**src/cache_geom_pkg.sv**
```systemverilog
// ====================
// Cache geometry types
// ====================

package cache_geom_pkg;

  // Address split of a 32-bit byte address
  localparam int unsigned tag_bits       = 22;
  localparam int unsigned index_bits     = 6;
  localparam int unsigned word_bits      = 32;
  localparam int unsigned words_per_line = 4;
  localparam int unsigned num_lines      = 2 ** index_bits;
  localparam int unsigned line_bits      = words_per_line * word_bits;

  typedef logic [tag_bits-1:0]                tag_t;
  typedef logic [index_bits-1:0]              index_t;
  typedef logic [$clog2(words_per_line)-1:0]  offset_t;
  typedef logic [word_bits-1:0]               word_t;

  // Fetch address, MSB first
  typedef struct packed {
    tag_t       tag;
    index_t     index;
    offset_t    word;
    logic [1:0] byte_sel;
  } fetch_addr_t;

  // One cache line, seen as raw bits or as four words
  typedef union packed {
    logic [line_bits-1:0]            raw;
    word_t [words_per_line-1:0]      words;
  } line_u;

endpackage

```
**src/tag_store.sv**
```systemverilog
// ====================
// Tag and valid array
// ====================

`timescale 1ns/10ps

module tag_store
  import cache_geom_pkg::*;
(
  input  logic   clk,
  input  logic   rst,
  input  index_t index,
  input  tag_t   tag,
  input  logic   rd,
  input  logic   wr,
  output logic   hit,
  output logic   line_valid
);

  tag_t                 tags [num_lines];
  logic [num_lines-1:0] valid;
  tag_t                 rd_tag;
  logic                 rd_valid;

  always_ff @(posedge clk) begin
    if (wr) tags[index] <= tag;
  end

  // Valid bits per line
  always_ff @(posedge clk or posedge rst) begin
    if (rst) begin
      valid <= '0;
    end else if (wr) begin
      valid[index] <= 1'b1;
    end
  end

  // Synchronous read port
  always_ff @(posedge clk) begin
    if (rd) rd_tag <= tags[index];
  end

  always_ff @(posedge clk or posedge rst) begin
    if (rst) begin
      rd_valid <= 1'b0;
    end else if (rd) begin
      rd_valid <= valid[index];
    end
  end

  // Compare against the held tag one cycle after the read
  assign hit        = rd_valid & (rd_tag == tag);
  assign line_valid = valid[index];

endmodule

```
**config.mk**
```make
export PLATFORM = sky130hd
export DESIGN_NAME = tag_store
export DESIGN_NICKNAME = d
export VERILOG_FILES = /design/src/cache_geom_pkg.sv /design/src/tag_store.sv
export SDC_FILE = /design/constraint.sdc
export NUM_CORES = 1
export LEC_CHECK = 0
export BUFFER_PORTS_ARGS = -buffer_cell sky130_fd_sc_hd__buf_2
export CORE_MARGIN = 5
export CORE_UTILIZATION = 55
export CTS_CLUSTER_SIZE = 24
export DETAILED_ROUTE_END_ITERATION = 10
export PLACE_DENSITY = 0.71
export SKIP_LAST_GASP = 1
export SYNTH_ARGS = -nofsm -noshare
export SYNTH_HDL_FRONTEND = slang
export SYNTH_SLANG_ARGS = --single-unit
```
**constraint.sdc**
```tcl
create_clock -name clk -period 4.3 [get_ports clk]
set_clock_uncertainty 0.1 [all_clocks]
set_input_delay 0.86 -clock clk [delete_from_list [all_inputs] [get_ports clk]]
set_output_delay 0.86 -clock clk [all_outputs]
set_load 0.02 [all_outputs]
```
==> results.txt <==
status: finished clean
TritonCTS Sinks: 1,495
FF+latch count, synth: 1,495
GPL Wtd Cong: 0.972
MaxCap Viol Count: 0
Req. time, crit path: 3.34 ns
GRT overflow: 0
I/O pin cnt: 34
synthesized area: 58,200 um^2
critical path class: primary input to output port
Synth Flop Type: edfxtp_1
pin count of the biggest net entering global routing: 80
vias: 33,300
Final ANT Viol Nets: 0
Syn Inst Count: 3,121
final period utilization: 94.1%
number of cells on the critical path: 8
area grow syn2layout: 13.4%
final net count: 3,359
Die Y-Extent: 335 um
flip-flop and latch area: 44,600 um^2
vias in the first global route: 32,500
CTS Buf Count: 151
Yosys warnings: 0
Setup-failing EPs final: 0
dpl hpwl: 104 mm
Clk pin slew, worst setup/hold paths: 0.06 ns
insertion delay to the later sink of the worst-skew pair: 0.77 ns
final WL: 176 mm
TritonCTS clock tree: yes
CP max stage delay: 0.47 ns
Max Fclk: 247 MHz
detailed-route vias per instance: 6.89
fraction of layout cells with a size suffix above 1: 26.4%
Slew HR: 33.3%
row cnt: 119
CTS Hold Buffers Added: 0
register area share after synthesis: 76.5%
Post-Syn Nets: 3,153
Worst Setup Start Kind: primary input
final slew viol count: 0
Die Width: 335 um
Multi-input gate area: 12,800 um^2
Max VDD drop: 0.361 mV
First-pass DRT Iterations: 6
Fill cells: 7,174
die area: 112,000 um^2
final core utilization: 62.7%
htree depth: 4
Tot Pwr: 31.0 mW
Async S/R FF share, synth: 4.35%
GRT Overall Usage: 31.1%
reg2reg path depth: 5
port bufs: 33
RSZ-0062 raised after global routing: false
antenna violations before repair: 11
Post-CTS Repair Setup Buffers: 0
Worst Hold Margin: 0.213 ns
Slew @ Worst Pin: 1.00 ns
Yosys top cell area share: 73.7%
Final Critical Period: 4.05 ns
drt wl/cell: 36.4 um
pwr dens: 469 nW/um^2
leading area contributor after synthesis: edfxtp_1
Hold Fails Final Rpt: 0
Hold WC Path Type: primary input to async pin
drt drc: 0
Max Fanout on Critical Path: 30
setup TNS: 0 ns
CP endpoint kind: output port
worst path cell trace: buf_8 > buf_4 > nor2b_2 > a221oi_1 > o32ai_1 > nor3_1 > nand3_1 > buf_2
PostCTS Resize Cnt: 0
core area: 105,000 um^2
Crit path max-delay family: buffers and inverters
DR iter-0 viols: 5,243
global-route wire length before repair: 247 mm
crit path DAT: 3.09 ns
initial cell density of the core: 55.3%
Avg Inst Size Synth: 18.7 um^2
worst path buffer plus inverter count: 3
clock tree root buffer cell: clkbuf_16
synth top area cells: edfxtp_1, mux4_2, dfrtp_1, mux2_2, mux2i_1
Critical Path Slowest Stage Cell: buf_4
Distinct cells, synth: 71
Leak: 21.6 nW
Max clock buf depth: 3
number of enable flip-flop cells after synthesis: 1,430
-- synthesized netlist by cell type, types with 5 or more instances --
cell,count
a211oi_1,15
a21oi_1,79
a221o_1,32
a221oi_1,125
a22o_1,12
a22oi_1,123
a31oi_1,14
and2_1,7
and3_1,8
and3b_1,10
buf_1,10
buf_2,90
buf_4,28
buf_6,19
clkbuf_1,62
dfrtp_1,65
edfxtp_1,1430
mux2_2,140
mux2i_1,112
mux4_2,133
nand2_1,121
nand2b_1,19
nand3_1,18
nand3b_1,9
nand4_1,15
nor2_1,88
nor2b_1,7
nor3_1,10
nor3b_1,10
nor4_1,5
nor4b_1,6
o211ai_1,5
o21ai_0,38
o221ai_1,12
o22a_1,12
o22ai_1,53
o2bb2ai_1,15
or2_2,67
or3b_2,14
xnor2_1,7
xor2_1,15
-- stage by stage --
step | instance area (um^2) | instances | worst slack, ns
after global routing | 66000 | 4837 | 0.211
after floorplan | 58200 | 3121 | 0.359
after detailed placement | 61300 | 4565 | 0.257
final | 66000 | 4839 | 0.254
after global placement | 61300 | 4565 | 0.322
after CTS | 66000 | 4836 | 0.368
-- cell families (layout without fill, tap and decap cells) --
family                    Yosys count  in the layout  synth area share [%]
and+or+nand+nor                   434            434                  3.95
buffers and inverters             215            539                  2.03
muxes                             392            392                  9.97
other                               0              3                     0
DFF                              1495           1495                  76.5
xor gates and xnor gates           22             22                 0.331
AOI/OAI and AO/OA                 563            563                  7.20
-- where the power goes --
group | switching [mW] | total [mW] | internal (mW)
combinational | 1.33 | 2.00 | 0.665
clock | 5.48 | 12.7 | 7.17
sequential | 0.115 | 16.3 | 16.2
-- cells in the final DEF, fill, tap and decap left out, drive strengths merged, types with 88 or more instances in the layout --
master	Yosys	layout
a22oi	123	123
mux2i	112	112
edfxtp	1430	1430
buf	148	264
nand2	121	121
nor2	88	88
clkbuf	63	194
a221oi	125	125
mux2	145	145
mux4	135	135
-- worst register-to-register path, stage by stage, from the launching register on --
cell and delay (ns):
edfxtp_1 0.37, mux4_2 0.57, a221oi_1 0.49, buf_4 0.19, o22ai_1 0.16, or4_1 0.56
-- cell type report --
cell class	instances	share of cell area, %
clock inverters	77	1.11
repair buffers	264	3.34
clock buffers	194	6.06
diodes	3	0.0114
flip-flops and latches	1495	67.5
inverters	4	0.0303
well taps	1391	2.64
multi-input cells	1411	19.3
-- routing by layer --
layer	vias to the layer above	track usage [%]	routed length, um
met4	6	14.2	9020
met1	17300	44.1	65600
met3	421	8.09	22000
li1	13300	-	-
met2	2351	46.1	79400
met5	-	0	46
-- final timing paths --
kind | from | end | slack [ns]
max in group asynchronous | rst | valid[43]$_DFFE_PP0P_ | 3.02
hold / removal | rst | valid[3]$_DFFE_PP0P_ | 0.21
setup reg to reg | tags[38][0]$_DFFE_PP_ | rd_tag[0]$_DFFE_PP_ | 1.61
hold reg to reg | valid[37]$_DFFE_PP0P_ | valid[37]$_DFFE_PP0P_ | 0.37
setup / recovery | index[2] | line_valid | 0.25
min in group clk | valid[37]$_DFFE_PP0P_ | valid[37]$_DFFE_PP0P_ | 0.37
-- sequential cells by signal (all words and copies together), names as in the netlist --
register and flops:
rd_tag 22, rd_valid 1, valid 64, tags 1408
Note: power is estimated with default switching activity, not from simulation.
