`src/cache_geom_pkg.sv`:
```
// ====================
// Cache geometry types
// ====================

package cache_geom_pkg;

  // Address split of a 32-bit byte address
  localparam int unsigned tag_bits       = 22;
  localparam int unsigned index_bits     = 6;
  localparam int unsigned word_bits      = 32;
  localparam int unsigned words_per_line = 4;
  localparam int unsigned num_lines      = 2 ** index_bits;
  localparam int unsigned line_bits      = words_per_line * word_bits;

  typedef logic [tag_bits-1:0]                tag_t;
  typedef logic [index_bits-1:0]              index_t;
  typedef logic [$clog2(words_per_line)-1:0]  offset_t;
  typedef logic [word_bits-1:0]               word_t;

  // Fetch address, MSB first
  typedef struct packed {
    tag_t       tag;
    index_t     index;
    offset_t    word;
    logic [1:0] byte_sel;
  } fetch_addr_t;

  // One cache line, seen as raw bits or as four words
  typedef union packed {
    logic [line_bits-1:0]            raw;
    word_t [words_per_line-1:0]      words;
  } line_u;

endpackage

```
`src/fetch_bus_pkg.sv`:
```
// ====================
// Fetch and refill bus types
// ====================

package fetch_bus_pkg;

  import cache_geom_pkg::*;

  // Core fetch port, held until completion
  typedef struct packed {
    logic        req;
    fetch_addr_t addr;
  } fetch_req_t;

  // Memory refill response
  // stall is the memory wait level, high while no word is offered
  typedef struct packed {
    word_t data;
    logic  stall;
  } mem_rsp_t;

  // ====================
  // Statistics
  // ====================

  typedef struct packed {
    logic [31:0] fetches;
    logic [31:0] hits;
    logic [31:0] misses;
  } cache_stats_t;

endpackage

```
`src/icache_ctrl.sv`:
```
// ====================
// Instruction cache FSM
// ====================

`timescale 1ns/10ps

module icache_ctrl
  import cache_geom_pkg::*;
  import fetch_bus_pkg::*;
(
  input  logic                      clk,
  input  logic                      rst,
  input  fetch_req_t                fetch,
  input  mem_rsp_t                  mem,
  input  logic                      valid_hit,
  input  logic                      line_valid,
  output logic                      idle,
  output logic                      capture,
  output logic                      tag_wr,
  output logic [words_per_line-1:0] line_wr,
  output offset_t                   beat,
  output logic                      refill_done,
  output logic                      hit_done,
  output logic                      core_wait,
  output logic                      mem_req
);

  typedef enum logic [1:0] {
    s_idle,
    s_check,
    s_refill,
    s_finish
  } state_t;

  state_t      state;
  state_t      state_nxt;
  logic [2:0]  beat_cnt;
  logic        line_full;
  logic        beat_ok;

  // ====================
  // State register
  // ====================

  always_ff @(posedge clk or posedge rst) begin
    if (rst) begin
      state <= s_idle;
    end else begin
      state <= state_nxt;
    end
  end

  always_comb begin
    state_nxt = state;
    case (state)
      s_idle: begin
        // An invalid line cannot hit so the compare is skipped
        if (fetch.req) state_nxt = line_valid ? s_check : s_refill;
      end
      s_check:  state_nxt = valid_hit ? s_finish : s_refill;
      s_refill: begin
        if (line_full) state_nxt = s_finish;
      end
      s_finish: state_nxt = s_idle;
      default:  state_nxt = s_idle;
    endcase
  end

  // ====================
  // Refill beat counter
  // ====================

  assign line_full = beat_cnt[2];
  assign beat_ok   = (state == s_refill) & ~line_full & ~mem.stall;

  always_ff @(posedge clk or posedge rst) begin
    if (rst) begin
      beat_cnt <= '0;
    end else if (state != s_refill) begin
      beat_cnt <= '0;
    end else if (beat_ok) begin
      beat_cnt <= beat_cnt + 3'd1;
    end
  end

  assign beat = beat_cnt[1:0];

  // Strobes to decode, stores and result
  assign idle        = (state == s_idle);
  assign capture     = idle & fetch.req;
  assign hit_done    = (state == s_check) & valid_hit;
  assign refill_done = (state == s_refill) & line_full;

  // Tag goes in with the first beat and data once the whole line is buffered
  assign tag_wr  = beat_ok & (beat_cnt == 3'd0);
  assign line_wr = {words_per_line{refill_done}};

  // Port-side handshakes
  assign mem_req   = (state == s_refill) & ~line_full;
  assign core_wait = idle ? fetch.req : (state != s_finish);

endmodule

```
`config.mk`:
```
export PLATFORM = sky130hd
export DESIGN_NAME = icache_ctrl
export DESIGN_NICKNAME = d
export VERILOG_FILES = /design/src/cache_geom_pkg.sv /design/src/fetch_bus_pkg.sv /design/src/icache_ctrl.sv
export SDC_FILE = /design/constraint.sdc
export NUM_CORES = 1
export LEC_CHECK = 0
export ABC_CLOCK_PERIOD_IN_PS = 1900
export BUFFER_PORTS_ARGS = -buffer_cell sky130_fd_sc_hd__buf_2
export CAP_MARGIN = 25
export CORE_MARGIN = 4
export CORE_UTILIZATION = 25
export CTS_CLUSTER_DIAMETER = 80
export DETAILED_ROUTE_END_ITERATION = 6
export HOLD_SLACK_MARGIN = 0.02
export PLACE_DENSITY = 0.78
export SLEW_MARGIN = 10
export SYNTH_ARGS = -nofsm -noshare
export SYNTH_HDL_FRONTEND = slang
export SYNTH_SLANG_ARGS = --single-unit
```
`constraint.sdc`:
```
create_clock -name clk -period 1.9 [get_ports clk]
set_input_delay 0.38 -clock clk [delete_from_list [all_inputs] [get_ports clk]]
set_output_delay 0.38 -clock clk [all_outputs]
set_load 0.05 [all_outputs]
```
==> results of run 1 <==
## per-layer routing
metal,GRT usage (%),wire [um]
met1,6.872,316
met2,11.30,423
met3,3.254,65
met4,5.530,9
met5,0,0
## Yosys cell counts
library cell	n	area (um2)
o21a_1	1	7.510
a21boi_2	1	11.26
o31a_1	1	8.760
buf_4	6	45.04
a21oi_1	1	5.000
nor2b_4	1	13.76
dfrtp_1	5	125.1
o21bai_1	1	7.510
nor2b_1	1	6.260
xnor2_1	1	8.760
inv_1	6	22.52
nor2_2	1	6.260
a211oi_1	1	7.510
and3b_1	1	8.760
mux2_4	1	15.01
nor2_1	1	3.750
and2_1	3	18.77
and2_2	1	7.510
nand2b_1	2	12.51
and2b_1	1	7.510
o21ai_0	1	5.000
nand2_1	1	3.750
ha_1	7	87.58
## worst max path at each step
| stage | start | to | slack (ps) | cells past startpoint |
|---|---|---|---|---|
| global route | state[0] | refill_done | -30 | 5 |
| detailed placement | state[0] | tag_wr | 210 | 5 |
| finish | state[0] | line_wr[1] | 50 | 5 |
| floorplan | state[0] | core_wait | -90 | 4 |
| global placement | state[0] | tag_wr | 230 | 5 |
| CTS | state[0] | line_wr[1] | -20 | 5 |
## worst max-delay path: cells and delay by family (launching register included)
family / cells / cell delay [ps]
buf+inv: 3 / 430
simple gates: 1 / 210
fa+ha+maj: 1 / 220
flops: 1 / 370
## cells by family (layout without fill, tap and decap cells)
family                   count (synthesis)  count (layout)  synth area share (%)
adder cells (fa/ha/maj)                  7               7                 19.66
flip-flops                               5               5                 28.09
AO/OA/AOI/OAI                            7               7                 11.80
XOR/XNOR                                 1               1                 1.967
buffers and inverters                   12              31                 15.17
AND/OR/NAND/NOR                         13              13                 19.94
multiplexers                             1               1                 3.370
## sequential cells by signal, summed over array words and instances (netlist names)
signal,count
state,2
beat_cnt,3
## power breakdown
group	internal, mW	total (mW)	switching, mW	leakage [nW]
clock	0.0790	0.117	0.0376	0.0150
sequential	0.140	0.164	0.0241	0.0656
combinational	0.270	0.689	0.419	0.246
total	0.488	0.969	0.481	0.326
## metrics by stage
| stage | total power, mW | util [%] |
|---|---|---|
| final | 0.9691 | 37.60 |
| after CTS | 0.9383 | 35.40 |
| after floorplan | 0.6871 | - |
| after global routing | 1.049 | 37.60 |
| after global placement | 0.7882 | 33.44 |
| after detailed placement | 0.8008 | 33.44 |
## area by class of cell
cell class / instances / area (um2)
well taps: 24 / 30.03
multi-input cells: 29 / 257.7
repair buffers: 21 / 137.6
flip-flops and latches: 5 / 125.1
clock buffers: 4 / 26.28
fillers: 165 / 994.7
inverters: 6 / 22.52
## timing repair
item / in CTS / in global routing
pin swaps: 0 / 0
buffers inserted: 0 / 2
setup endpoints to repair: 7 / 7
resized for setup: 2 / 12
==> out/results.tsv, run 1 <==
metric	value	unit
diodes	0	
fin_crit_sh	97.21	%
crit_fanout	5	
die-area	0.002521	mm2
placed_area	533.0	um2
p_per_area	1617	mW/mm2
grt_max_degree	6	
clock-root-buffer	clkbuf_4	
synth_fp_nets	123	
fin_crit	1847	ps
status	complete, no violations	
grt_pass1_vias	334	
path_cells	inv_1 -> ha_1 -> buf_4 -> and2_2 -> buf_4	
hold_buffers	0	
place_inst	83	
route.vias.total	353	
ys_types	23	
cts.sinks	5	
initial_core_util	27.94	%
grt_setup_unrepaired	yes	
reg2reg_depth	6	
ys_seq_area_share	28.09	%
core	0.001594	mm2
avgViaCountPerCell	3.966	
hold_ws	31.81	ps
drtPass1Iterations	4	
tns	0	ps
rows	14	
drive_gt1_share	47.69	%
antenna_found_initial	0	
wl_per_cell	9.157	um
final_cell_area	599.3	um2
ios	83	
grt_first_pass_wirelength	1.304	mm
most-common-layout-cells	11 x buf_2, 8 x buf_4, 7 x ha_1, 6 x inv_1, 5 x dfrtp_1	
yosysWarningCount	0	
r2r-start	state[0]	
drt-initial-drc-count	2	
h-tree-depth	1	
maxSlewViolCount	0	
crit_arrival	1470	ps
grt_overflow_total	0	
maxCapViolCount	0	
ys_ff_latch	5	
dieWidth	50.21	um
postRouteAntennaNets	0	
finalSetupViolCount	0	
ir_drop	0.0006415	V
route.detailed.drc	0	
avgSynthCellArea	9.683	um2
cts_buffer_depth	2	
port_buffers	18	
cts_buffers	3	
clk_latency	230	ps
final_cells	89	
nets	143	
final_common_cell	buf_2	
crit_top_cell	buf_4	
finClkSkew	1.964	ps
synth_area	445.4	um2
cts_tree	done	
worst_pin_slew	253.2	ps
clkTransAtPathRegs	40	ps
cp_slowest_cell	dfrtp_1	
area_growth	34.55	%
critPathMaxStageDelay	370	ps
grt_usage	6.993	%
r2r-end	state[0]	
worst_ep_required_time	1520	ps
path_class	flop to primary output	
finalWirelength	815	um
die_h	50.21	um
start_kind	flop	
timing.fmax	541.4	MHz
setup_ws	52.98	ps
hold_path_class	input pin to asynchronous set/reset pin	
gp_congestion	0.7947	
synthCells	46	
power_leakage	0.3263	nW
reg2reg_slack	380	ps
dp_hpwl	685.2	um
dp_slack	213.7	ps
crit_path_end_kind	primary output	
hold_viol_final	0	
slew_headroom	83.24	%
(Power assumes the default switching activity.)
==> inputs of run 2 (changes only) <==
--- a/config.mk
+++ b/config.mk
@@ -8,12 +8,14 @@
 export ABC_CLOCK_PERIOD_IN_PS = 1900
 export BUFFER_PORTS_ARGS = -buffer_cell sky130_fd_sc_hd__buf_2
 export CAP_MARGIN = 25
+export CELL_PAD_IN_SITES_DETAIL_PLACEMENT = 2
+export CELL_PAD_IN_SITES_GLOBAL_PLACEMENT = 2
 export CORE_MARGIN = 4
-export CORE_UTILIZATION = 25
+export CORE_UTILIZATION = 10
 export CTS_CLUSTER_DIAMETER = 80
 export DETAILED_ROUTE_END_ITERATION = 6
 export HOLD_SLACK_MARGIN = 0.02
-export PLACE_DENSITY = 0.78
+export PLACE_DENSITY_LB_ADDON = 0.1
 export SLEW_MARGIN = 10
 export SYNTH_ARGS = -nofsm -noshare
 export SYNTH_HDL_FRONTEND = slang
==> run 2 against run 1 <==
Combinational power up 3.2%. First-iteration DRC count increased by 50%. Sequential share of layout area down 1.8 points. Setup slack improved by 27 ps. Worst hold slack better by 28 ps. Critical path type unchanged. Largest cell class unchanged. Largest power group unchanged.
==> out/results.tsv, run 2 (same netlist as run 1, synthesis figures left out) <==
metric	value	unit
reg2reg_depth	6	
drt-initial-drc-count	3	
p_sw	0.5087	mW
dp_hpwl	1.001	mm
diodes	0	
fin_crit_sh	95.78	%
finalWirelength	1.166	mm
grt_setup_unrepaired	yes	
p_clk_share	18.1	%
share_seq_of_total_power	15.4	%
die_h	74.74	um
worst_pin_slew	250.8	ps
gp_congestion	0.6104	
maxCapViolCount	0	
h-tree-depth	1	
critPathMaxStageDelay	360	ps
reg2reg_slack	420	ps
area_growth	47.19	%
drive_gt1_share	50.77	%
cts_buffers	3	
initial_core_util	10.30	%
fillers	520	
clk_latency	220	ps
clock-root-buffer	clkbuf_8	
final_common_cell	buf_2	
clkTransAtPathRegs	40	ps
start_kind	flop	
finClkSkew	1.674	ps
dieWidth	74.74	um
wl_per_cell	9.966	um
antenna_found_initial	0	
p_per_area	1633	mW/mm2
p_int	0.5616	mW
fin_crit	1820	ps
route.detailed.drc	0	
place_inst	112	
status	complete, no violations	
crit_path_end_kind	primary output	
grt_overflow_total	0	
top_regs	beat_cnt x3, state x2	
cts.sinks	5	
path_cells	inv_2 -> ha_1 -> buf_4 -> and2_2 -> clkbuf_4	
grt_max_degree	6	
grt_first_pass_wirelength	1.918	mm
route.vias.total	361	
tns	0	ps
nets	143	
ios	83	
dp_slack	178.7	ps
postRouteAntennaNets	0	
timing.fmax	549.5	MHz
p_total	1.070	mW
grt_pass1_vias	392	
hold_buffers	0	
r2r-end	state[0]	
power_leakage	0.3288	nW
hold_ws	60.11	ps
path_class	flop to primary output	
cp_slowest_cell	dfrtp_1	
avgViaCountPerCell	3.085	
drtPass1Iterations	2	
worst_ep_required_time	1520	ps
sw_frac_of_total	47.53	%
cts_buffer_depth	2	
grt_usage	4.894	%
largest_register_ffs	3	
comb_power_share	66.4	%
largest_register	beat_cnt	
r2r-start	state[0]	
crit_arrival	1440	ps
cts_tree	done	
die-area	0.005586	mm2
most-common-layout-cells	11 x buf_2, 6 x ha_1, 5 x inv_1, 5 x dfrtp_1, 5 x clkbuf_4	
port_buffers	18	
maxSlewViolCount	0	
core	0.004324	mm2
finalSetupViolCount	0	
hold_path_class	input pin to asynchronous set/reset pin	
slew_headroom	83.39	%
final_cells	117	
rows	24	
crit_fanout	5	
ir_drop	0.0003291	V
setup_ws	80.10	ps
hold_viol_final	0	
run 2: changes by cell type in the layout (fill, tap and decap cells not counted):
cell      delta
clkbuf_4     +2
inv_1        -1
inv_2        +1
buf_4        -5
clkbuf_8     +3
ha_2         +1
ha_1         -1
run 2: power by group through the flow:
stage	Sequential [mW]	Clock, mW	Combinational, mW
after global placement	0.164	0	0.684
after global routing	0.171	0.210	0.787
final	0.165	0.194	0.711
after CTS	0.167	0.200	0.700
after detailed placement	0.166	0	0.684
after floorplan	0.162	0	0.525
run 2: critical path, delay by kind of cell (launching register included):
kind | cells | cell delay [ps]
adder cells (fa/ha/maj) | 1 | 210
buffers and inverters | 3 | 440
flip-flops | 1 | 360
AND/OR/NAND/NOR | 1 | 210
run 2: layer usage:
layer  track usage [%]  routed length, um  part of all wire (%)  vias to the layer above
li1                  -                  -                     -                      177
met4             4.743                  0                     0                        0
met2             7.220                618                    53                       12
met1             5.685                473                    41                      172
met3             1.202                 75                   6.4                        0
met5                 0                  0                     0                        -
run 2: how the worst max path moves through the flow:
stage,startpoint,end,cells past startpoint
final,state[0],line_wr[1],5
after global routing,state[0],line_wr[1],5
after CTS,state[1],core_wait,5
after detailed placement,state[0],tag_wr,5
after global placement,state[0],tag_wr,5
after floorplan,state[0],core_wait,4
run 2: repair_timing:
item	4_1_cts	5_1_grt
resized for setup	3	8
buffers inserted	0	1
pin swaps	0	0
endpoints found under the setup margin	7	7
run 2: layout make-up:
type                            instances  area, um2  share of cell area, %
Multi-Input combinational cell         29      260.3                  39.69
Timing Repair Buffer                   21      137.6                  20.99
Sequential cell                         5      125.1                  19.08
Tap cell                               52      65.06                  9.924
Clock buffer                            4      45.04                  6.870
Inverter                                6      22.52                  3.435
run 2: stage by stage:
step | area, um2 | utilization [%]
6_report | 655.6 | 15.16
5_1_grt | 655.6 | 15.16
2_1_floorplan | 450.4 | -
3_5_place_dp | 575.6 | 13.31
4_1_cts | 625.6 | 14.47
3_3_place_gp | 575.6 | 13.31
