--- src/cache_geom_pkg.sv ---
// ====================
// Cache geometry types
// ====================

package cache_geom_pkg;

  // Address split of a 32-bit byte address
  localparam int unsigned tag_bits       = 22;
  localparam int unsigned index_bits     = 6;
  localparam int unsigned word_bits      = 32;
  localparam int unsigned words_per_line = 4;
  localparam int unsigned num_lines      = 2 ** index_bits;
  localparam int unsigned line_bits      = words_per_line * word_bits;

  typedef logic [tag_bits-1:0]                tag_t;
  typedef logic [index_bits-1:0]              index_t;
  typedef logic [$clog2(words_per_line)-1:0]  offset_t;
  typedef logic [word_bits-1:0]               word_t;

  // Fetch address, MSB first
  typedef struct packed {
    tag_t       tag;
    index_t     index;
    offset_t    word;
    logic [1:0] byte_sel;
  } fetch_addr_t;

  // One cache line, seen as raw bits or as four words
  typedef union packed {
    logic [line_bits-1:0]            raw;
    word_t [words_per_line-1:0]      words;
  } line_u;

endpackage

--- src/fetch_bus_pkg.sv ---
// ====================
// Fetch and refill bus types
// ====================

package fetch_bus_pkg;

  import cache_geom_pkg::*;

  // Core fetch port, held until completion
  typedef struct packed {
    logic        req;
    fetch_addr_t addr;
  } fetch_req_t;

  // Memory refill response
  // stall is the memory wait level, high while no word is offered
  typedef struct packed {
    word_t data;
    logic  stall;
  } mem_rsp_t;

  // ====================
  // Statistics
  // ====================

  typedef struct packed {
    logic [31:0] fetches;
    logic [31:0] hits;
    logic [31:0] misses;
  } cache_stats_t;

endpackage

--- src/fetch_decode.sv ---
// ====================
// Fetch address decode
// ====================

`timescale 1ns/10ps

module fetch_decode
  import cache_geom_pkg::*;
  import fetch_bus_pkg::*;
(
  input  logic        clk,
  input  logic        rst,
  input  fetch_req_t  fetch,
  input  logic        capture,
  output fetch_addr_t held_addr,
  output index_t      index,
  output tag_t        tag,
  output offset_t     word
);

  fetch_addr_t live_addr;

  always_ff @(posedge clk or posedge rst) begin
    if (rst) begin
      held_addr <= '0;
    end else if (capture) begin
      held_addr <= fetch.addr;
    end
  end

  // Request cycle uses the core address directly so the stores read at once
  assign live_addr = capture ? fetch.addr : held_addr;

  assign index = live_addr.index;
  assign tag   = live_addr.tag;
  assign word  = live_addr.word;

endmodule

--- config.mk ---
export PLATFORM = sky130hd
export DESIGN_NAME = fetch_decode
export DESIGN_NICKNAME = d
export VERILOG_FILES = /design/src/cache_geom_pkg.sv /design/src/fetch_bus_pkg.sv /design/src/fetch_decode.sv
export SDC_FILE = /design/constraint.sdc
export NUM_CORES = 1
export LEC_CHECK = 0
export CAP_MARGIN = 20
export CORE_ASPECT_RATIO = 1.25
export CORE_UTILIZATION = 55
export DETAILED_ROUTE_END_ITERATION = 7
export DONT_BUFFER_PORTS = 1
export PLACE_DENSITY = 0.67
export SLEW_MARGIN = 0
export SYNTH_ARGS = -nofsm -noshare
export SYNTH_HDL_FRONTEND = slang
export SYNTH_SLANG_ARGS = --single-unit
--- constraint.sdc ---
create_clock -name clk -period 1.1 [get_ports clk]
set_input_delay 0.22 -clock clk [delete_from_list [all_inputs] [get_ports clk]]
set_output_delay 0.22 -clock clk [all_outputs]
set_load 0.03 [all_outputs]
==> run_results.csv, run 1 <==
group,metric,value,unit
run_status,outcome,"complete, but fails checks",
run_status,failed_checks,"setup timing",
floorplanning,die_w,46.3,µm
clock_network,clock_path_buffers,2,
pwr,vdd_drop_max,1530,µV
floorplanning,start_util,0.597,
placed_design,dp_hpwl,1.82,mm
logic_synthesis,avgSynthCellArea,19.5,µm²
placed_design,gp_congestion,0.595,
finish,largest_reg_flops,32,
detailed_routing,detail_route.wl_per_cell,20.0,µm
clock_network,cts_buffers,5,
logic_synthesis,synthAdderAreaFrac,0,
sta,max_slew_margin,0.743,
placed_design,place_worst_setup_slack,0.166,ns
sta,layout_setup_ws,-0.209,ns
setup_path,timing.rr.start,"held_addr[1]",
logic_synthesis,ys_ff_latch,32,
setup_path,path_buf_inv,0,
detailed_routing,vias,793,
detailed_routing,avgViaCountPerCell,5.18,
finish,postLayoutCoreUtil,0.846,
logic_synthesis,synth.cell_area,1350,µm²
detailed_routing,drt-total-wl,3.06,mm
setup_path,cp_slowest_cell,"dfrtp_1",
setup_path,critical_path_class,"flop to output pin",
clock_network,cts.clk_slew.worst_paths,0.09,ns
pwr,clkPwrFrac,0.211,
pwr,combPwrFrac,0.360,
min_path,hold_path_class,"primary input to flop",
detailed_routing,ant_nets,0,
logic_synthesis,synth_xor_area_frac,0,
job,drv_cap,0,
finish,top_regs,"held_addr x32",
setup_path,rr_endpoint,"held_addr[1]",
setup_path,crit_end,"index[0]",
setup_path,cp.depth,1,
clock_network,htreeDepth,2,
logic_synthesis,yosys.area_share.simple,0,
logic_synthesis,synth_mux_area_frac,0.351,
finish,area_growth,41.7,%
clock_network,clk_latency,0.32,ns
logic_synthesis,synth_top_area_share,0.594,
floorplanning,die_h,57.4,µm
global_route,track_usage,0.208,
sta,worst_pin_slew,0.386,ns
pwr,p_leak,0.000959,µW
setup_path,cp-start-kind,"flop",
setup_path,rrSetupSlack,0.18,ns
clock_network,cts_tree,"done",
setup_path,r2r_cells,2,
logic_synthesis,synth.top_cells.by_area,"dfrtp_1 (59%), mux2_4 (33%), buf_12 (4.5%), mux2_2 (1.7%), buf_6 (0.83%)",
floorplanning,io_pins,98,
setup_path,required,0.88,ns
global_route,grt_first_pass_wirelength,3.76,mm
placed_design,portBuffers,0,
setup_path,crit_path_end_kind,"output pin",
logic_synthesis,synthCells,69,
finish,top_register,"held_addr",
pwr,seq_power_share,0.430,
logic_synthesis,synth_compound_area_frac,0,
pwr,power.internal,2110,µW
floorplanning,placementRows,19,
setup_path,max_stage_delay,0.41,ns
floorplanning,core-area,2260,µm²
sta,drv_slew,0,
global_route,gr-total-overflow,0,
sta,rsz0062_at_grt,"yes",
detailed_routing,drtIter0Drc,13,
logic_synthesis,post-synth-top-area-cell,"dfrtp_1",
sta,setup_viol,49,
clock_network,cts_root_buf,"clkbuf_4",
setup_path,arrival,1.09,ns
logic_synthesis,synth_cell_types,6,
setup_path,cp-startpoint,"held_addr[4]",
global_route,first_global_vias,805,
sta,fmax,764,MHz
finish,num_antenna_cells,0,
global_route,grt_max_degree,33,
finish,drive_gt1_frac,0.705,
pwr,powerDensity,1690,nW/µm²
sta,skew,0,ns
finish,layout.nets,157,
logic_synthesis,ys_warn_count,0,
setup_path,cp_top_family,"flip-flops",
logic_synthesis,synth_top_family_by_area,"multiplexers",
setup_path,cp_max_fo,2,
logic_synthesis,ys_seq_area_frac,0.594,
global_route,antenna_found_initial,0,
clock_network,cts.sinks,32,
detailed_routing,drc_errors,0,
sta,post-route-period-util,1.19,
pwr,swShare,0.345,
pwr,p_sw,1110,µW
sta,hold_viol_final,0,
detailed_routing,drtPass1Iterations,4,
logic_synthesis,syn_nets,105,
setup_path,path_cells,"mux2_4",
sta,period_needed,1.31,ns
finish,n_fill_cell,106,
floorplanning,dieArea,2660,µm²
cell families after synthesis:
| family | Yosys count |
|---|---|
| multiplexers | 32 |
| flip-flops | 32 |
| buffers and inverters | 5 |
how the worst min path moves through the flow:
stage	start	cells after the start	endpoint	slack [ns]
2_1_floorplan	rst	1	held_addr[0]	0.34
3_3_place_gp	rst	2	held_addr[15]	0.21
3_5_place_dp	rst	2	held_addr[9]	0.21
4_1_cts	fetch[1]	1	held_addr[1]	0.03
5_1_grt	fetch[1]	1	held_addr[1]	0.02
6_report	fetch[1]	1	held_addr[1]	0.04
power by group through the flow:
stage / clock network [µW] / logic (µW) / registers (µW)
5_1_grt: 749 / 1200 / 1390
3_5_place_dp: 0 / 960 / 1380
3_3_place_gp: 0 / 951 / 1370
2_1_floorplan: 0 / 535 / 1620
6_report: 680 / 1160 / 1390
4_1_cts: 701 / 1080 / 1370
cells in the mapped netlist (all sizes together):
master,n
buf,4
inv,1
mux2,32
dfrtp,32
per-layer routing:
metal,part of all wire,vias up,track usage
met5,0,-,0
met4,0.011,0,0.101
met3,0.098,6,0.0728
met2,0.54,59,0.324
met1,0.35,387,0.251
li1,-,341,-
placed cells by master, fill, tap and decap left out:
| cell type | n |
|---|---|
| dfrtp_1 | 32 |
| mux2_2 | 1 |
| buf_6 | 43 |
| buf_4 | 5 |
| dlygate4sd3_1 | 1 |
| clkbuf_4 | 5 |
| inv_1 | 1 |
| mux2_4 | 31 |
| clkbuf_8 | 1 |
| clkbuf_1 | 2 |
through the flow:
step	setup TNS [ns]	hold WS, ns	instance area (µm²)	std cells	total power [µW]
2_1_floorplan	0	0.336	1350	69	2150
3_3_place_gp	0	0.210	1560	129	2320
3_5_place_dp	0	0.212	1560	129	2340
4_1_cts	-6.32	0.0296	1810	145	3150
5_1_grt	-8.59	0.0242	1910	153	3340
6_report	-7.02	0.0354	1910	153	3220
layout make-up:
| cell class | instances | area (µm²) | area share |
|---|---|---|---|
| sequential | 32 | 801 | 0.419 |
| timing repair buffer | 49 | 532 | 0.278 |
| multi-input combinational | 32 | 477 | 0.250 |
| clock buffer | 8 | 58.8 | 0.0308 |
| tap | 31 | 38.8 | 0.0203 |
| inverter | 1 | 3.75 | 0.00196 |
repair_timing:
item	in CTS	in global routing
setup buffers	7	8
setup endpoints to repair	62	62
hold buffers	1	0
hold endpoints to repair	32	0
resized for setup	32	12
Note: power is estimated with default switching activity, not from simulation.
==> run 2: changes to the inputs <==
Settings changed: PLACE_DENSITY 0.67 to 0.7, SKIP_LAST_GASP set to 1.
Clock period 1.1 ns to 1.35 ns, I/O delays scaled along.
==> run_results.csv, run 2 (same netlist as run 1, synthesis figures left out) <==
group,metric,value,unit
global_route,grt_max_degree,33,
detailed_routing,detail_route.wl_per_cell,18.7,µm
finish,n_fill_cell,145,
setup_path,cp_top_family,"flip-flops",
pwr,p_leak,0.000848,µW
global_route,grt_first_pass_wirelength,3.61,mm
setup_path,required,1.08,ns
setup_path,arrival,1.08,ns
global_route,track_usage,0.204,
clock_network,clk_latency,0.33,ns
setup_path,path_cells,"mux2_4",
run_status,outcome,"complete, but fails checks",
clock_network,htreeDepth,2,
finish,drive_gt1_frac,0.673,
finish,largest_reg_flops,32,
placed_design,placed_cells,127,
floorplanning,die_w,46.3,µm
detailed_routing,drtIter0Drc,3,
finish,final_common_cell,"buf_4",
min_path,hold_path_class,"primary input to flop",
finish,layout.nets,145,
clock_network,cts.sinks,32,
detailed_routing,ant_nets,0,
setup_path,path_buf_inv,0,
clock_network,cts_tree,"done",
setup_path,crit_path_end_kind,"output pin",
finish,multi_input_area,477,µm²
setup_path,cp_max_fo,2,
clock_network,cts_root_buf,"clkbuf_4",
finish,area_growth,23.0,%
setup_path,max_stage_delay,0.41,ns
pwr,vdd_drop_max,1140,µV
detailed_routing,avgViaCountPerCell,5.28,
setup_path,cp_slowest_cell,"dfrtp_1",
finish,final_cell_mix,"buf_4 (36), dfrtp_1 (32), mux2_4 (31), clkbuf_4 (5), clkbuf_1 (2)",
floorplanning,io_pins,98,
clock_network,cts.clk_slew.worst_paths,0.09,ns
detailed_routing,drt-total-wl,2.64,mm
sta,holdWs,0.0858,ns
sta,rsz0062_at_grt,"yes",
sta,drv_slew,0,
placed_design,portBuffers,0,
pwr,powerDensity,1480,nW/µm²
floorplanning,die_h,57.4,µm
sta,worst_pin_slew,0.397,ns
detailed_routing,vias,744,
sta,post-route-period-util,1.00,
sta,period_needed,1.35,ns
sta,max_slew_margin,0.736,
sta,hold_viol_final,0,
floorplanning,core-area,2260,µm²
sta,setup_viol,1,
clock_network,clock_path_buffers,2,
setup_path,cp-start-kind,"flop",
finish,top_register,"held_addr",
placed_design,dp_hpwl,1.80,mm
floorplanning,dieArea,2660,µm²
clock_network,cts_buffers,5,
sta,skew,0,ns
sta,fmax,740,MHz
sta,layout_setup_ws,-0.00169,ns
job,drv_cap,0,
floorplanning,start_util,0.597,
global_route,first_global_vias,766,
detailed_routing,drtPass1Iterations,2,
global_route,antenna_found_initial,0,
finish,num_antenna_cells,0,
global_route,gr-total-overflow,0,
finish,seq_area,801,µm²
detailed_routing,drc_errors,0,
run_status,failed_checks,"setup timing",
floorplanning,placementRows,19,
finish,stdcell_count,141,
finish,top_regs,"held_addr x32",
setup_path,critical_path_class,"flop to output pin",
placed_design,gp_congestion,0.651,
run 2: cell count changes in the layout (fill, tap and decap cells not counted), sizes merged:
cell | before | now
buf | 48 | 36
run 2: timing repair:
action	4_1_cts	5_1_grt
endpoints found under the hold margin	32	0
gates resized for setup	1	0
hold buffers	1	0
endpoints found under the setup margin	4	27
buffers inserted	0	5
run 2: path summary, 6_finish.rpt:
check | from | to | slack [ns] | cells after the start
max in group asynchronous | rst | held_addr[15] | 0.60 | 3
worst max register to register | held_addr[1] | held_addr[1] | 0.42 | 1
min in group asynchronous | rst | held_addr[20] | 0.46 | 3
worst min-delay path | fetch[1] | held_addr[1] | 0.09 | 1
worst max-delay path | held_addr[30] | tag[20] | -0.002 | 1
worst min register to register | held_addr[26] | held_addr[26] | 0.61 | 1
run 2: power breakdown:
group	total (µW)	internal, µW	switching (µW)
clock network	549	257	292
registers	1120	1050	67.8
logic	784	287	497
total	2450	1600	857
run 2: stage by stage:
stage	power (µW)	area (µm²)	worst slack, ns	TNS (ns)	utilization
5_1_grt	2550	1660	-0.0470	-0.290	0.735
2_1_floorplan	1750	1350	0.201	0	-
4_1_cts	2460	1620	-0.0207	-0.0244	0.718
6_report	2450	1660	-0.00169	-0.00169	0.735
3_5_place_dp	1900	1550	0.372	0	0.686
3_3_place_gp	1890	1550	0.378	0	0.686
run 2: metal layers:
metal | GRT usage | vias to the layer above | wire length [µm]
li1 | - | 319 | -
met1 | 0.222 | 357 | 961
met2 | 0.318 | 60 | 1340
met3 | 0.0759 | 8 | 276
met4 | 0.139 | 0 | 64
met5 | 0 | - | 0
run 2: area by class of cell:
class | instances | area share
inverters | 1 | 0.00226
clock buffers | 8 | 0.0354
multi-input cells | 32 | 0.287
repair buffers | 37 | 0.169
flip-flops and latches | 32 | 0.483
well taps | 31 | 0.0234
==> run 3: changes to the inputs <==
Settings changed: ABC_AREA set to 1, CORE_UTILIZATION 55 to 42, HOLD_SLACK_MARGIN set to 0.08, PLACE_DENSITY 0.7 to unset.
==> run_results.csv, run 3 <==
group,metric,value,unit
pwr,powerDensity,1470,nW/µm²
sta,skew,0,ns
sta,setup_viol,0,
job,drv_cap,0,
placed_design,dp_hpwl,1.95,mm
logic_synthesis,synthTopCellsByCount,"nand2_1 (86), dfrtp_1 (32), nand2_2 (10)",
run_status,outcome,"completed",
sta,period_needed,1.33,ns
finish,layout.nets,208,
finish,num_antenna_cells,0,
setup_path,crit_path_end_kind,"flop",
detailed_routing,avgViaCountPerCell,4.90,
finish,final_common_cell,"nand2_1",
clock_network,cts.sinks,32,
floorplanning,start_util,0.440,
sta,worst_pin_slew,0.388,ns
clock_network,cts_buffers,5,
sta,fmax,754,MHz
setup_path,path_cells,"dlygate4sd3_1 > nand2_1 > dlygate4sd3_1 > nand2_1",
sta,tns,0,ns
sta,holdWs,0.161,ns
sta,drv_slew,0,
logic_synthesis,synth_edf_count,0,
clock_network,clock_path_buffers,2,
clock_network,htreeDepth,2,
logic_synthesis,synth.top_cells.by_area,"dfrtp_1 (62%), nand2_1 (25%), nand2_2 (4.8%), clkbuf_8 (3.2%), buf_6 (2.6%)",
pwr,p_total,2340,µW
detailed_routing,wl_met3,199,µm
detailed_routing,drc_errors,0,
pwr,p_leak,0.000888,µW
global_route,first_global_vias,1001,
clock_network,cts_root_buf,"clkbuf_4",
logic_synthesis,synth_cell_types,8,
detailed_routing,drtIter0Drc,16,
detailed_routing,ant_nets,0,
finish,postLayoutCoreUtil,0.541,
logic_synthesis,async_reset_ff_frac,1.00,
logic_synthesis,synth.most_common_cell,"nand2_1",
setup_path,cp_slowest_cell,"dlygate4sd3_1",
clock_network,cts.clk_slew.worst_paths,0.08,ns
detailed_routing,dr.max_layer_used,"met4",
sta,post-route-period-util,0.983,
pwr,power.internal,1490,µW
pwr,swShare,0.361,
global_route,gr-total-overflow,0,
pwr,clkPwrFrac,0.254,
finish,fin_area,1590,µm²
floorplanning,die_h,64.1,µm
logic_synthesis,synth.cell_area,1300,µm²
logic_synthesis,synthCells,137,
logic_synthesis,ys_warn_count,0,
setup_path,required,1.57,ns
sta,max_slew_margin,0.741,
finish,drive_gt1_frac,0.308,
finish,area_growth,23.0,%
detailed_routing,detail_route.wl_per_cell,13.8,µm
global_route,track_usage,0.181,
global_route,antenna_found_initial,0,
pwr,seq_power_share,0.474,
pwr,vdd_drop_max,854,µV
setup_path,arrival,1.55,ns
sta,hold_viol_final,0,
floorplanning,die_w,51.7,µm
detailed_routing,drt-total-wl,2.86,mm
placed_design,gp_congestion,0.676,
global_route,grt_max_degree,33,
pwr,p_sw,843,µW
global_route,grt_first_pass_wirelength,4.28,mm
logic_synthesis,ys_seq_area_frac,0.618,
logic_synthesis,ys.flop_type,"dfrtp_1",
setup_path,critical_path_class,"primary input to flop",
clock_network,clk_latency,0.32,ns
logic_synthesis,post-synth-top-area-cell,"dfrtp_1",
floorplanning,io_pins,98,
logic_synthesis,synth_top_area_share,0.618,
finish,top_register,"held_addr",
detailed_routing,drtPass1Iterations,4,
finish,final_cell_mix,"nand2_1 (82), dfrtp_1 (32), buf_4 (31), nand2_2 (14), clkbuf_4 (5)",
finish,top_regs,"held_addr x32",
setup_path,max_stage_delay,0.60,ns
detailed_routing,wl_met1,1.10,mm
setup_path,path_buf_inv,2,
min_path,hold_path_class,"primary input to flop",
setup_path,cp-start-kind,"primary input",
placed_design,portBuffers,0,
logic_synthesis,ys_ff_latch,32,
pwr,combPwrFrac,0.272,
floorplanning,core-area,2950,µm²
clock_network,postCtsSetupBuffers,0,
finish,largest_reg_flops,32,
setup_path,cp_top_family,"buffers and inverters",
sta,rsz0062_at_grt,"no",
detailed_routing,routed-wl-met2,1.51,mm
clock_network,cts_tree,"done",
setup_path,cp_max_fo,32,
logic_synthesis,avgSynthCellArea,9.46,µm²
floorplanning,dieArea,3310,µm²
detailed_routing,vias,1020,
placed_design,placed_cell_area,1480,µm²
logic_synthesis,syn_nets,173,
floorplanning,placementRows,22,
==> run 3: changes by cell type in the layout (fill, tap and decap cells not counted) <==
cell / change
nand2_1: +82
mux2_4: -31
nand2_2: +14
buf_4: -5
dlygate4sd3_1: +3
clkbuf_1: -2
clkbuf_8: +1
inv_8: +1
mux2_2: -1
==> run 3: layout make-up <==
| cell class | instances | area, µm² |
|---|---|---|
| clock buffers | 7 | 65.1 |
| multi-input cells | 96 | 395 |
| inverters | 2 | 15.0 |
| well taps | 36 | 45.0 |
| repair buffers | 35 | 273 |
| fillers | 277 | 1350 |
| flip-flops and latches | 32 | 801 |
==> run 3: routing by layer <==
layer | track usage | vias to the layer above
li1 | - | 482
met1 | 0.168 | 478
met2 | 0.328 | 54
met3 | 0.0524 | 6
met4 | 0.122 | 0
met5 | 0 | -
==> run 3: tightest hold or removal path, delay by kind of cell <==
family / cells / cell delay, ns
buf+inv: 1 / 0.07
simple gates: 2 / 0.10
==> run 3: cells by family (layout without fill, tap and decap cells) <==
family / Yosys count / after routing / share of synthesized area
DFF: 32 / 32 / 0.618
and+or+nand+nor: 96 / 96 / 0.297
buffers and inverters: 9 / 44 / 0.0849
==> run 3: repair_timing <==
action / in CTS / in global routing
endpoints found under the hold margin: 34 / 0
hold buffers: 4 / 0
endpoints found under the setup margin: 0 / 4
resized for setup: 0 / 4
==> run 3: final timing paths <==
kind	slack, ns	startpoint	to	cells past startpoint
worst max-delay path	0.02	capture	held_addr[0]	4
worst min-delay path	0.16	capture	held_addr[1]	3
worst max register to register	0.47	held_addr[23]	held_addr[23]	2
worst min register to register	0.64	held_addr[10]	held_addr[10]	2
max in group asynchronous	0.59	rst	held_addr[3]	3
min in group asynchronous	0.47	rst	held_addr[17]	3
==> run 3: power by group through the flow <==
stage          combinational [µW]  sequential (µW)  clock (µW)
2_1_floorplan                 333             1280           0
3_3_place_gp                  617             1120           0
3_5_place_dp                  626             1130           0
4_1_cts                       636             1110         615
5_1_grt                       670             1120         657
6_report                      635             1110         595
==> run 3: through the flow <==
step | std cells | setup WS (ns)
floorplan | 137 | 0.236
detailed placement | 197 | 0.293
CTS | 208 | 0.0242
global placement | 197 | 0.313
finish | 208 | 0.0234
global route | 208 | 0.00564
